<file path="config.mk">
export PLATFORM = sky130hd
export DESIGN_NAME = qspi_top
export DESIGN_NICKNAME = d
export VERILOG_FILES = /design/src/qspi_pkg.sv /design/src/qspi_sck_gen.sv /design/src/qspi_seq.sv /design/src/qspi_shifter.sv /design/src/qspi_top.sv
export SDC_FILE = /design/constraint.sdc
export NUM_CORES = 1
export LEC_CHECK = 0
export BUFFER_PORTS_ARGS = -buffer_cell sky130_fd_sc_hd__buf_2
export CORE_UTILIZATION = 55
export DETAILED_ROUTE_END_ITERATION = 10
export PLACE_DENSITY = 0.78
export SYNTH_ARGS = -nofsm -noshare
export SYNTH_HDL_FRONTEND = slang
export SYNTH_SLANG_ARGS = --single-unit
</file>
<file path="constraint.sdc">
create_clock -name clk -period 8.1 [get_ports clk]
set_input_delay 1.62 -clock clk [delete_from_list [all_inputs] [get_ports clk]]
set_output_delay 1.62 -clock clk [all_outputs]
set_load 0.1 [all_outputs]
</file>
<file path="src/qspi_pkg.sv">
package qspi_pkg;

    // ----------------------------------------
    // widths and constants
    // ----------------------------------------
    localparam int unsigned BYTE_W    = 8;
    localparam int unsigned SCK_DIV_W = 11;

    // terminal counts, half period is count + 1 clk
    localparam logic [SCK_DIV_W-1:0] SCK_DIV_TABLE [0:11] = '{
        11'd0, 11'd1, 11'd7, 11'd15, 11'd3, 11'd31,
        11'd63, 11'd127, 11'd255, 11'd511, 11'd1023, 11'd2047
    };

    localparam logic [BYTE_W-1:0] LAST_BIT_SINGLE = 8'd7;
    localparam logic [BYTE_W-1:0] LAST_BIT_DUAL   = 8'd6;
    localparam logic [BYTE_W-1:0] LAST_BIT_QUAD   = 8'd4;

    // ----------------------------------------
    // types
    // ----------------------------------------
    typedef enum logic [1:0] {
        LANES_SINGLE = 2'b00,
        LANES_DUAL   = 2'b01,
        LANES_QUAD   = 2'b10     // 2'b11 not allowed
    } qspi_lanes_e;

    typedef enum logic [1:0] {
        ST_IDLE     = 2'b00,
        ST_DUMMY    = 2'b01,
        ST_TRANSFER = 2'b10
    } qspi_state_e;

    typedef union packed {
        logic [BYTE_W-1:0] data_byte;     // transfer
        logic [BYTE_W-1:0] dummy_count;   // dummy clocks minus one
    } qspi_payload_u;

    typedef struct packed {
        logic          read;
        logic          dummy;
        qspi_lanes_e   lanes;
        qspi_payload_u payload;
    } qspi_req_t;

    typedef struct packed {
        logic [1:0] mode;        // cpol, cpha
        logic [3:0] div;
        logic       duplex_en;
    } qspi_cfg_t;

    typedef struct packed {
        logic       sck;
        logic [3:0] dq_o;
        logic [3:0] dq_en;
    } qspi_pad_out_t;

    typedef struct packed {
        logic tick;
        logic sample;
        logic shift;
    } qspi_edge_t;

    // ----------------------------------------
    // lane helpers
    // ----------------------------------------
    function automatic logic [BYTE_W-1:0] last_bit(qspi_lanes_e lanes);
        logic [BYTE_W-1:0] last;
        case (lanes)
            LANES_DUAL: last = LAST_BIT_DUAL;
            LANES_QUAD: last = LAST_BIT_QUAD;
            default:    last = LAST_BIT_SINGLE;
        endcase
        return last;
    endfunction

    function automatic logic [BYTE_W-1:0] lane_step(qspi_lanes_e lanes);
        logic [BYTE_W-1:0] step;
        case (lanes)
            LANES_DUAL: step = 8'd2;
            LANES_QUAD: step = 8'd4;
            default:    step = 8'd1;
        endcase
        return step;
    endfunction

endpackage

</file>
<file path="src/qspi_sck_gen.sv">
`timescale 1ns/10ps

module qspi_sck_gen (
    input  logic                  clk,
    input  logic                  i_rst_n,
    input  qspi_pkg::qspi_cfg_t   i_cfg,
    input  qspi_pkg::qspi_state_e i_state,
    input  logic                  i_start,
    output qspi_pkg::qspi_edge_t  o_edge,
    output logic                  o_sck
);

    logic [qspi_pkg::SCK_DIV_W-1:0] div_term;
    logic [qspi_pkg::SCK_DIV_W-1:0] div_cnt;
    logic                           running;
    logic                           tick;
    logic                           sck_lvl;
    logic                           mode_swap;
    logic                           rising;

    // ----------------------------------------
    // divider
    // ----------------------------------------
    assign div_term = (i_cfg.div > 4'd11) ? qspi_pkg::SCK_DIV_TABLE[0]
                                          : qspi_pkg::SCK_DIV_TABLE[i_cfg.div];

    assign running = (i_state != qspi_pkg::ST_IDLE);
    assign tick    = running && (div_cnt == div_term);

    always_ff @(posedge clk) begin
        if (!i_rst_n) begin
            div_cnt <= '0;
        end else if (!running || tick) begin
            div_cnt <= '0;
        end else begin
            div_cnt <= div_cnt + 1'b1;
        end
    end

    // ----------------------------------------
    // sck level
    // ----------------------------------------
    assign mode_swap = i_cfg.mode[1] ^ i_cfg.mode[0];   // modes 1 and 2

    always_ff @(posedge clk) begin
        if (!i_rst_n) begin
            sck_lvl <= 1'b0;
        end else if (i_start) begin
            sck_lvl <= mode_swap;                        // preload first edge
        end else if (tick) begin
            sck_lvl <= ~sck_lvl;
        end
    end

    // parked at polarity between requests
    assign o_sck = running ? sck_lvl : i_cfg.mode[1];

    assign rising = ~sck_lvl;

    always_comb begin
        o_edge.tick   = tick;
        o_edge.sample = tick & (rising ^ mode_swap);
        o_edge.shift  = tick & ~(rising ^ mode_swap);
    end

    // divider and sck level need a steady mode and divider while a request runs
    assert property (@(posedge clk) disable iff (!i_rst_n)
        running |-> $stable(i_cfg.mode) && $stable(i_cfg.div));

endmodule

</file>
<file path="src/qspi_seq.sv">
`timescale 1ns/10ps

module qspi_seq (
    input  logic                          clk,
    input  logic                          i_rst_n,
    input  logic                          i_req_vld,
    input  qspi_pkg::qspi_req_t           i_req,
    input  qspi_pkg::qspi_edge_t          i_edge,
    input  logic                          i_rsp_pending,
    output logic                          o_req_rdy,
    output qspi_pkg::qspi_state_e         o_state,
    output logic [qspi_pkg::BYTE_W-1:0]   o_bit_cnt,
    output qspi_pkg::qspi_req_t           o_buf,
    output logic                          o_start,
    output logic                          o_busy
);

    qspi_pkg::qspi_state_e          state_q;
    qspi_pkg::qspi_state_e          state_nxt;
    qspi_pkg::qspi_req_t            buf_q;
    logic [qspi_pkg::BYTE_W-1:0]    cnt_q;
    logic [qspi_pkg::BYTE_W-1:0]    cnt_last;
    logic [qspi_pkg::BYTE_W-1:0]    cnt_step;
    logic                           rdy_q;
    logic                           accept;
    logic                           active;
    logic                           done;

    assign accept = i_req_vld && rdy_q;
    assign active = (state_q != qspi_pkg::ST_IDLE);

    // ----------------------------------------
    // request buffer
    // ----------------------------------------
    always_ff @(posedge clk) begin
        if (accept) begin
            buf_q <= i_req;
        end
    end

    // ----------------------------------------
    // bit counter
    // ----------------------------------------
    always_comb begin
        if (state_q == qspi_pkg::ST_DUMMY) begin
            cnt_last = buf_q.payload.dummy_count;
            cnt_step = 8'd1;
        end else begin
            cnt_last = qspi_pkg::last_bit(buf_q.lanes);
            cnt_step = qspi_pkg::lane_step(buf_q.lanes);
        end
    end

    assign done = active && i_edge.shift && (cnt_q == cnt_last);

    always_ff @(posedge clk) begin
        if (!i_rst_n) begin
            cnt_q <= '0;
        end else if (!active || done) begin
            cnt_q <= '0;
        end else if (i_edge.shift) begin
            cnt_q <= cnt_q + cnt_step;
        end
    end

    // ----------------------------------------
    // state machine
    // ----------------------------------------
    always_comb begin
        state_nxt = state_q;
        if (state_q == qspi_pkg::ST_IDLE) begin
            if (accept) begin
                state_nxt = i_req.dummy ? qspi_pkg::ST_DUMMY : qspi_pkg::ST_TRANSFER;
            end
        end else if (done) begin
            state_nxt = qspi_pkg::ST_IDLE;
        end
    end

    always_ff @(posedge clk) begin
        if (!i_rst_n) begin
            state_q <= qspi_pkg::ST_IDLE;
            rdy_q   <= 1'b0;
        end else begin
            state_q <= state_nxt;
            rdy_q   <= (state_nxt == qspi_pkg::ST_IDLE) && !i_rsp_pending;  // idle, no rsp
        end
    end

    assign o_req_rdy = rdy_q;
    assign o_state   = state_q;
    assign o_bit_cnt = cnt_q;
    assign o_buf     = buf_q;
    assign o_start   = accept;
    assign o_busy    = active;

    // lane code 3 has no meaning
    assert property (@(posedge clk) disable iff (!i_rst_n)
        accept |-> (i_req.lanes != 2'd3));

    // a waiting response blocks the next request
    assert property (@(posedge clk) disable iff (!i_rst_n)
        accept |-> !i_rsp_pending);

endmodule

</file>
<file path="src/qspi_shifter.sv">
`timescale 1ns/10ps

module qspi_shifter (
    input  logic                          clk,
    input  logic                          i_rst_n,
    input  qspi_pkg::qspi_state_e         i_state,
    input  logic [qspi_pkg::BYTE_W-1:0]   i_bit_cnt,
    input  qspi_pkg::qspi_req_t           i_buf,
    input  qspi_pkg::qspi_cfg_t           i_cfg,
    input  qspi_pkg::qspi_edge_t          i_edge,
    input  logic [3:0]                    i_dq,
    input  logic                          i_rsp_rdy,
    output logic [3:0]                    o_dq_o,
    output logic [3:0]                    o_dq_en,
    output logic                          o_rsp_vld,
    output logic [qspi_pkg::BYTE_W-1:0]   o_rsp_dat,
    output logic                          o_rsp_pending
);

    logic [qspi_pkg::BYTE_W-1:0] tx_sh;
    logic [qspi_pkg::BYTE_W-1:0] rx_q;
    logic [qspi_pkg::BYTE_W-1:0] rx_nxt;
    logic                        in_xfer;
    logic                        wr;
    logic                        rx_on;
    logic                        rx_take;
    logic                        rsp_set;
    logic                        rsp_vld_q;

    assign in_xfer = (i_state == qspi_pkg::ST_TRANSFER);
    assign wr      = ~i_buf.read;

    // ----------------------------------------
    // transmit
    // ----------------------------------------
    assign tx_sh = i_buf.payload.data_byte << i_bit_cnt;   // next bits at the top

    always_comb begin
        o_dq_o  = 4'b0000;
        o_dq_en = 4'b0000;
        case (i_buf.lanes)
            qspi_pkg::LANES_DUAL: begin
                o_dq_o  = {2'b00, tx_sh[7:6]};
                o_dq_en = {2'b00, {2{in_xfer & wr}}};
            end
            qspi_pkg::LANES_QUAD: begin
                o_dq_o  = tx_sh[7:4];
                o_dq_en = {4{in_xfer & wr}};                 // released on reads
            end
            default: begin
                o_dq_o  = {3'b000, tx_sh[7]};
                o_dq_en = {3'b000, in_xfer};                 // mosi always driven
            end
        endcase
    end

    // ----------------------------------------
    // receive
    // ----------------------------------------
    always_comb begin
        case (i_buf.lanes)
            qspi_pkg::LANES_DUAL: begin
                rx_on  = i_buf.read;
                rx_nxt = {rx_q[5:0], i_dq[1:0]};
            end
            qspi_pkg::LANES_QUAD: begin
                rx_on  = i_buf.read;
                rx_nxt = {rx_q[3:0], i_dq};
            end
            default: begin
                rx_on  = i_buf.read | i_cfg.duplex_en;
                rx_nxt = {rx_q[6:0], i_dq[1]};             // miso
            end
        endcase
    end

    assign rx_take = in_xfer && i_edge.sample && rx_on;
    assign rsp_set = rx_take && (i_bit_cnt == qspi_pkg::last_bit(i_buf.lanes));

    always_ff @(posedge clk) begin
        if (rx_take) begin
            rx_q <= rx_nxt;
        end
    end

    always_ff @(posedge clk) begin
        if (!i_rst_n) begin
            rsp_vld_q <= 1'b0;
        end else if (rsp_set) begin
            rsp_vld_q <= 1'b1;
        end else if (rsp_vld_q && i_rsp_rdy) begin
            rsp_vld_q <= 1'b0;
        end
    end

    assign o_rsp_vld     = rsp_vld_q;
    assign o_rsp_dat     = rx_q;
    assign o_rsp_pending = rsp_vld_q;

    // a new byte never lands on top of a waiting one
    assert property (@(posedge clk) disable iff (!i_rst_n)
        rsp_set |-> !rsp_vld_q);

    // held response keeps its data until taken
    assert property (@(posedge clk) disable iff (!i_rst_n)
        o_rsp_vld && !i_rsp_rdy |=> o_rsp_vld && $stable(o_rsp_dat));

endmodule

</file>
<file path="src/qspi_top.sv">
`timescale 1ns/10ps

module qspi_top (
    input  logic                          clk,
    input  logic                          i_rst_n,

    input  logic                          i_req_vld,
    input  qspi_pkg::qspi_req_t           i_req,
    output logic                          o_req_rdy,

    output logic                          o_rsp_vld,
    output logic [qspi_pkg::BYTE_W-1:0]   o_rsp_dat,
    input  logic                          i_rsp_rdy,

    input  qspi_pkg::qspi_cfg_t           i_cfg,

    output qspi_pkg::qspi_pad_out_t       o_pad,
    input  logic [3:0]                    i_dq,

    output logic                          o_busy
);

    qspi_pkg::qspi_edge_t          sck_edge;
    qspi_pkg::qspi_state_e         state;
    qspi_pkg::qspi_req_t           req_buf;
    logic [qspi_pkg::BYTE_W-1:0]   bit_cnt;
    logic                          start;
    logic                          sck;
    logic [3:0]                    dq_o;
    logic [3:0]                    dq_en;
    logic                          rsp_pending;

    qspi_sck_gen u_sck_gen (
        .clk       (clk),
        .i_rst_n   (i_rst_n),
        .i_cfg     (i_cfg),
        .i_state   (state),
        .i_start   (start),
        .o_edge    (sck_edge),
        .o_sck     (sck)
    );

    qspi_seq u_seq (
        .clk           (clk),
        .i_rst_n       (i_rst_n),
        .i_req_vld     (i_req_vld),
        .i_req         (i_req),
        .i_edge        (sck_edge),
        .i_rsp_pending (rsp_pending),
        .o_req_rdy     (o_req_rdy),
        .o_state       (state),
        .o_bit_cnt     (bit_cnt),
        .o_buf         (req_buf),
        .o_start       (start),
        .o_busy        (o_busy)
    );

    qspi_shifter u_shifter (
        .clk           (clk),
        .i_rst_n       (i_rst_n),
        .i_state       (state),
        .i_bit_cnt     (bit_cnt),
        .i_buf         (req_buf),
        .i_cfg         (i_cfg),
        .i_edge        (sck_edge),
        .i_dq          (i_dq),
        .i_rsp_rdy     (i_rsp_rdy),
        .o_dq_o        (dq_o),
        .o_dq_en       (dq_en),
        .o_rsp_vld     (o_rsp_vld),
        .o_rsp_dat     (o_rsp_dat),
        .o_rsp_pending (rsp_pending)
    );

    assign o_pad = '{sck: sck, dq_o: dq_o, dq_en: dq_en};   // pad bundle

endmodule

</file>
# Word level (Yosys, flattened, before mapping)
# Memories as Yosys holds them, arrays and structs flattened.
# Index checks and enable logic that the tools add are counted.
[word_totals]
mem_count = 1
out_inout_bits = 20
ram_bits = 0
inputBits = 27
reg_bits = 43
rom_bits = 176
latch_bits = 0
[classes]
n_bitwise = 11
n_shift = 1
eq_ne = 7
n_mux = 20
mul = 0
n_lt_le_gt_ge = 2
n_addsub = 2
reduce_logical = 21
n_div = 0
[memory_table]
columns = ["name", "words", "word_bits", "read_ports", "rd_clocked_by_memory_dff", "write_ports", "line", "text"]
rows = [
  ["(no name shown)", 16, 11, 1, 0, 0, "qspi_sck_gen.sv:25", ": qspi_pkg::SCK_DIV_TABLE[i_cfg.div];"],
]
[op_table]
columns = ["operator", "count"]
rows = [
  ["two-way mux 11 bit", 3],
  ["two-way mux 8 bit", 2],
  ["one-hot mux 4 bit (2 select lines)", 2],
  ["one-hot mux 8 bit (2 select lines)", 1],
  ["adder 11 x 1 -> 11 bit (second input constant)", 1],
  ["== test 11 bit", 1],
  ["logical AND 1 bit", 9],
  ["adder 8 bit", 1],
  ["== test 8 x 3 -> 1 bit", 1],
  ["== test 8 bit", 1],
  ["two-way mux 2 bit", 4],
  ["left shift 8 x 8 -> 8 bit", 1],
  ["two-way mux 1 bit", 6],
  ["one-hot mux 3 bit (2 select lines)", 1],
  ["nonzero test 2 bit", 3],
  ["OR reduction 2 bit", 3],
  ["greater-or-equal comparator 5 bit (second input constant)", 1],
  ["NOT 4 -> 5 bit", 1],
  ["== test 2 x 1 -> 1 bit (second input constant)", 2],
  ["== test 2 bit (second input constant)", 2],
  ["> comparator 4 bit (second input constant)", 1],
  ["logical NOT 2 bit", 2],
  ["NOT 1 bit", 4],
  ["one-hot mux 2 bit (2 select lines)", 1],
  ["5 further kinds", 10],
]

# Longest topological paths before layout
[depth]
ltp_word = 14
depth_mapped = 13

# Modules after synthesis
# Synthesis repeated with hierarchy kept, for this count alone.
[hier_totals]
hier_cells = 330
hier_area_um2 = 3015.4
[by_module_without_submodules]
columns = ["module", "seq_area_each_um2", "instances", "area_each_um2", "cells_each"]
rows = [
  ["qspi_seq", 580.6, 1, 1229.9, 109],
  ["qspi_sck_gen", 240.2, 1, 898.4, 120],
  ["qspi_shifter", 260.2, 1, 879.6, 100],
  ["qspi_top", 0.0, 1, 7.5, 1],
]

# Worst setup path after synthesis
# OpenSTA, ideal clock, no wires.
[synth_timing]
path_kind = "flip-flop to output port"
startpoint = "reg u_seq.buf_q, in the netlist u_seq.o_buf[8]"
endpoint = "out o_pad[3] (netlist name)"
required_time_ns = 6.480
slack_ns = 1.522
path_buffers = 3
stages_incl_launch_ff = 7
arrival_time_ns = 4.958
path_cell_list = "edfxtp_1 > inv_1 > ha_1 > clkbuf_1 > clkbuf_1 > nor4b_1 > buf_4"
[synth_lines]
columns = ["element", "line", "text"]
rows = [
  ["from (decl)", "qspi_seq.sv:20", "qspi_pkg::qspi_req_t buf_q;"],
  ["from (signal assigned)", "qspi_seq.sv:37", "buf_q <= i_req;"],
  ["to (decl)", "qspi_top.sv:17", "output qspi_pkg::qspi_pad_out_t o_pad,"],
]

# Final worst setup path
[layout_timing]
startpoint = "in i_cfg[2] (netlist name)"
endpoint = "reg u_shifter.rx_q, in the netlist u_shifter.o_rsp_dat[4], enable pin"
[layout_between]
elab_chain_cells = 10
word_cells_on_any_way = 11
[layout_lines]
columns = ["element", "line", "text"]
rows = [
  ["from (decl)", "qspi_top.sv:15", "input qspi_pkg::qspi_cfg_t i_cfg,"],
  ["NOT 4 -> 5 bit (implied by the code)", "qspi_sck_gen.sv:25", ""],
  ["memory read (16 x 11 bit)", "--", ""],
  ["two-way mux 11 bit (implied by the code) (2 in a row)", "qspi_sck_gen.sv:25", ""],
  ["two-way mux 11 bit (*)", "qspi_sck_gen.sv:24", "assign div_term = (i_cfg.div > 4'd11) ? qspi_pkg::SCK_DIV_TABLE[0]"],
  ["== test 11 bit (*)", "qspi_sck_gen.sv:28", "assign tick = running && (div_cnt == div_term);"],
  ["logical AND 1 bit (*)", "qspi_sck_gen.sv:28", ""],
  ["AND 1 bit (*)", "qspi_sck_gen.sv:62", "o_edge.sample = tick & (rising ^ mode_swap);"],
  ["logical AND 1 bit (*) (2 in a row)", "qspi_shifter.sv:77", "assign rx_take = in_xfer && i_edge.sample && rx_on;"],
  ["via u_shifter.rx_take", "qspi_shifter.sv:26", "logic rx_take;"],
  ["to (signal assigned)", "qspi_shifter.sv:82", "rx_q <= rx_nxt;"],
  ["to (decl)", "qspi_shifter.sv:21", "logic [qspi_pkg::BYTE_W-1:0] rx_q;"],
]
# The timed path passes the listed nets; every way through them passes the cells marked *. The select of a mux whose other input is x is not followed.
# A chain may end at the register's enable or synchronous reset.

==> results.py <==
metrics = {
    "global_route": {
        "grt_overflow": 0,
        "grt_util_all_layers_pct": 25.1,
        "grt_max_degree": 26,
        "grt_pass1_wl_mm": 10.8,
        "antenna_found_initial": 0,
        "grt_pass1_vias": 2250,
    },
    "drt": {
        "wl_mm": 6.70,
        "drt_drc_violations_left": 0,
        "wl_met2_mm": 3.01,
        "firstDrtPassIters": 5,
        "dr_total_vias": 2630,
        "dr_wl_met3_um": 354,
        "dr.first_iter.drc_count": 216,
        "wl_per_cell_um": 15.5,
        "wl_met1_mm": 3.25,
        "ant_nets": 0,
        "routed_via_density": 6.09,
        "highest_layer": "met4",
    },
    "final_layout": {
        "finalNetCount": 396,
        "drive_gt1_share_pct": 18.2,
        "fill_cells": 456,
        "seq_area_um2": 1050,
        "area_growth_pct": 8.92,
        "multi_input_area_um2": 1720,
        "diodes": 0,
    },
    "setup_path": {
        "critPathLaunchType": "input port",
        "endpoint_kind": "flop",
        "critPathKind": "input port to flop",
        "rr_endpoint": "u_shifter.o_rsp_dat[4]$_DFFE_PP_",
        "rr_worst_depth": 5,
        "crit_path_start": "i_cfg[2]",
        "crit_fanout": 14,
        "reg2reg_from": "u_sck_gen.div_cnt[2]$_SDFF_PP0_",
        "required_ns": 8.02,
        "r2r_setup_slack_ns": 4.93,
        "arrival_ns": 4.23,
    },
    "timing": {
        "hold_violations": 0,
        "period_share_pct": 53.2,
        "post-route-min-period_ns": 4.31,
        "setup_tns_ns": 0,
        "clock_skew_ns": 0.0135,
        "clock.fmax_mhz": 232,
        "setup_viol": 0,
        "relSlewSlack_pct": 15.6,
        "worst_pin_slew_ns": 1.26,
        "maxSlewViolCount": 0,
        "holdWs_ns": 0.525,
        "rsz0062_at_grt": "no",
    },
    "floorplanning": {
        "fp-row-count": 26,
        "io_pins": 47,
        "dieWidth_um": 75.7,
        "coreArea_um2": 5170,
        "fp.dieArea_um2": 5730,
        "die_h_um": 75.7,
        "initial_utilization_pct": 57.7,
    },
    "worst_hold_path": {
        "worst_hold_path.endpoint": "u_shifter.o_rsp_pending$_SDFFE_PN0P_",
        "worstHoldStart": "u_shifter.o_rsp_pending$_SDFFE_PN0P_",
        "hold_class": "flop to flop",
        "holdPathStages": 1,
    },
    "flow_run": {
        "max-cap-violations": 0,
    },
    "clock_network": {
        "path_clk_slew_ns": 0.08,
        "insertion_delay_ns": 0.30,
        "h-tree-depth": 2,
        "post-cts-setup-buffer-count": 0,
        "cts_resized": 0,
        "ctsHoldBuffers": 0,
        "cts_tree": "done",
        "cts.sinks": 43,
        "clk_path_buf_depth": 2,
        "numCtsBuffers": 5,
        "root_buffer": "clkbuf_8",
    },
    "placement": {
        "place_congestion": 0.922,
        "post-dp-hpwl_mm": 4.88,
        "portBuffers": 46,
    },
    "power_and_ir_drop": {
        "powerDensity_nw_per_um2": 147,
        "cellLeakagePower_uw": 0.00119,
        "vdd_drop_max_mv": 0.124,
    },
    "yosys": {
        "synth.distinct_cells": 68,
        "ys_top_cells_by_area": "edfxtp_1, dfxtp_1, xor2_1",
        "synthCells": 337,
        "yosysSeqAreaShare_pct": 35.2,
        "synth_warnings": 0,
        "async_flop_share_pct": 0,
        "yosys.area.top_type": "edfxtp_1",
        "syn_avg_cell_area_um2": 8.86,
        "yosys-top-cells-count": "dfxtp_1, nand2_1, nor2_1",
        "synth_edf_count": 19,
        "yosys.area.top_type_share_pct": 19.1,
        "synth_fp_nets": 372,
        "ys_ff_latch": 43,
        "ys.flop_type": "dfxtp_1",
        "syn_area_um2": 2990,
    },
    "status": {
        "status": "finished, final reports clean",
    },
}
## critical path: stages
cell and delay [ns]:
buf_2 0.16, or2_4 0.26, a211oi_2 0.20, a31oi_1 0.09, or4_1 0.80, nor3_1 1.09
## per-stage QoR
stage | cell area, µm² | util, % | instances | worst slack, ns | power [µW]
after floorplan | 2990 | - | 337 | 1.52 | 319
after global placement | 3160 | 61.1 | 424 | 3.59 | 335
after detailed placement | 3160 | 61.1 | 424 | 3.51 | 337
after CTS | 3250 | 62.9 | 432 | 3.83 | 479
after global routing | 3250 | 62.9 | 432 | 3.62 | 499
final | 3250 | 62.9 | 432 | 3.79 | 478
## kinds of logic after synthesis
kind of cell | count (synthesis) | share of synthesized area [%]
xor gates and xnor gates | 22 | 6.95
AOI/OAI and AO/OA | 79 | 19.2
adders and majority gates | 9 | 3.94
and+or+nand+nor | 125 | 23.0
buffers and inverters | 47 | 7.16
muxes | 12 | 4.52
DFF | 43 | 35.2
## report_power, final
part / switching [µW] / internal (µW) / total [µW]
registers: 6.40 / 232 / 239
clock network: 75.2 / 69.9 / 145
logic: 65.2 / 28.9 / 94.1
total: 147 / 331 / 478
## metal layers
layer	up-vias	global-route usage [%]
li1	1292	-
met1	1252	37.9
met2	78	36.9
met3	8	4.10
met4	0	7.20
met5	-	0
## cell type report
class | instances | area share, %
Tap cell | 70 | 2.69
Inverter | 18 | 2.08
Sequential cell | 43 | 32.3
Multi-Input combinational cell | 247 | 52.9
Clock buffer | 7 | 2.65
Clock inverter | 1 | 0.269
Timing Repair Buffer | 46 | 7.08
## state kept, by name (all words and copies together), names as in the netlist
register                 count
u_shifter.o_rsp_pending      1
u_shifter.o_rsp_dat          8
u_sck_gen.sck_lvl            1
u_seq.o_state                2
u_sck_gen.div_cnt           11
u_seq.o_buf                 11
u_seq.o_bit_cnt              8
u_seq.o_req_rdy              1
## worst max-delay path by stage
stage                     slack [ns]                               end  depth (start not counted)
final                           3.79  u_shifter.o_rsp_dat[4]$_DFFE_PP_                          6
after global routing            3.62                          o_pad[4]                          6
after CTS                       3.83  u_shifter.o_rsp_dat[2]$_DFFE_PP_                          6
after detailed placement        3.51  u_shifter.o_rsp_dat[1]$_DFFE_PP_                          6
after global placement          3.59  u_shifter.o_rsp_dat[0]$_DFFE_PP_                          6
after floorplan                 1.52                          o_pad[3]                          6
## cells in the final DEF, fill, tap and decap left out, drive strengths merged, types with 6 or more instances in the layout
cell and count:
o21ai 17, buf 46, inv 18, a22oi 6
clkbuf 7, nor3 9, edfxtp 19, xnor2 8
nand3 11, nand2b 8, xor2 13, a21oi 17
ha 7, nor4 7, nor2 24, dfxtp 24
nand4 8, mux2i 9, nand2 24
Power figures use the tool's default switching activity.
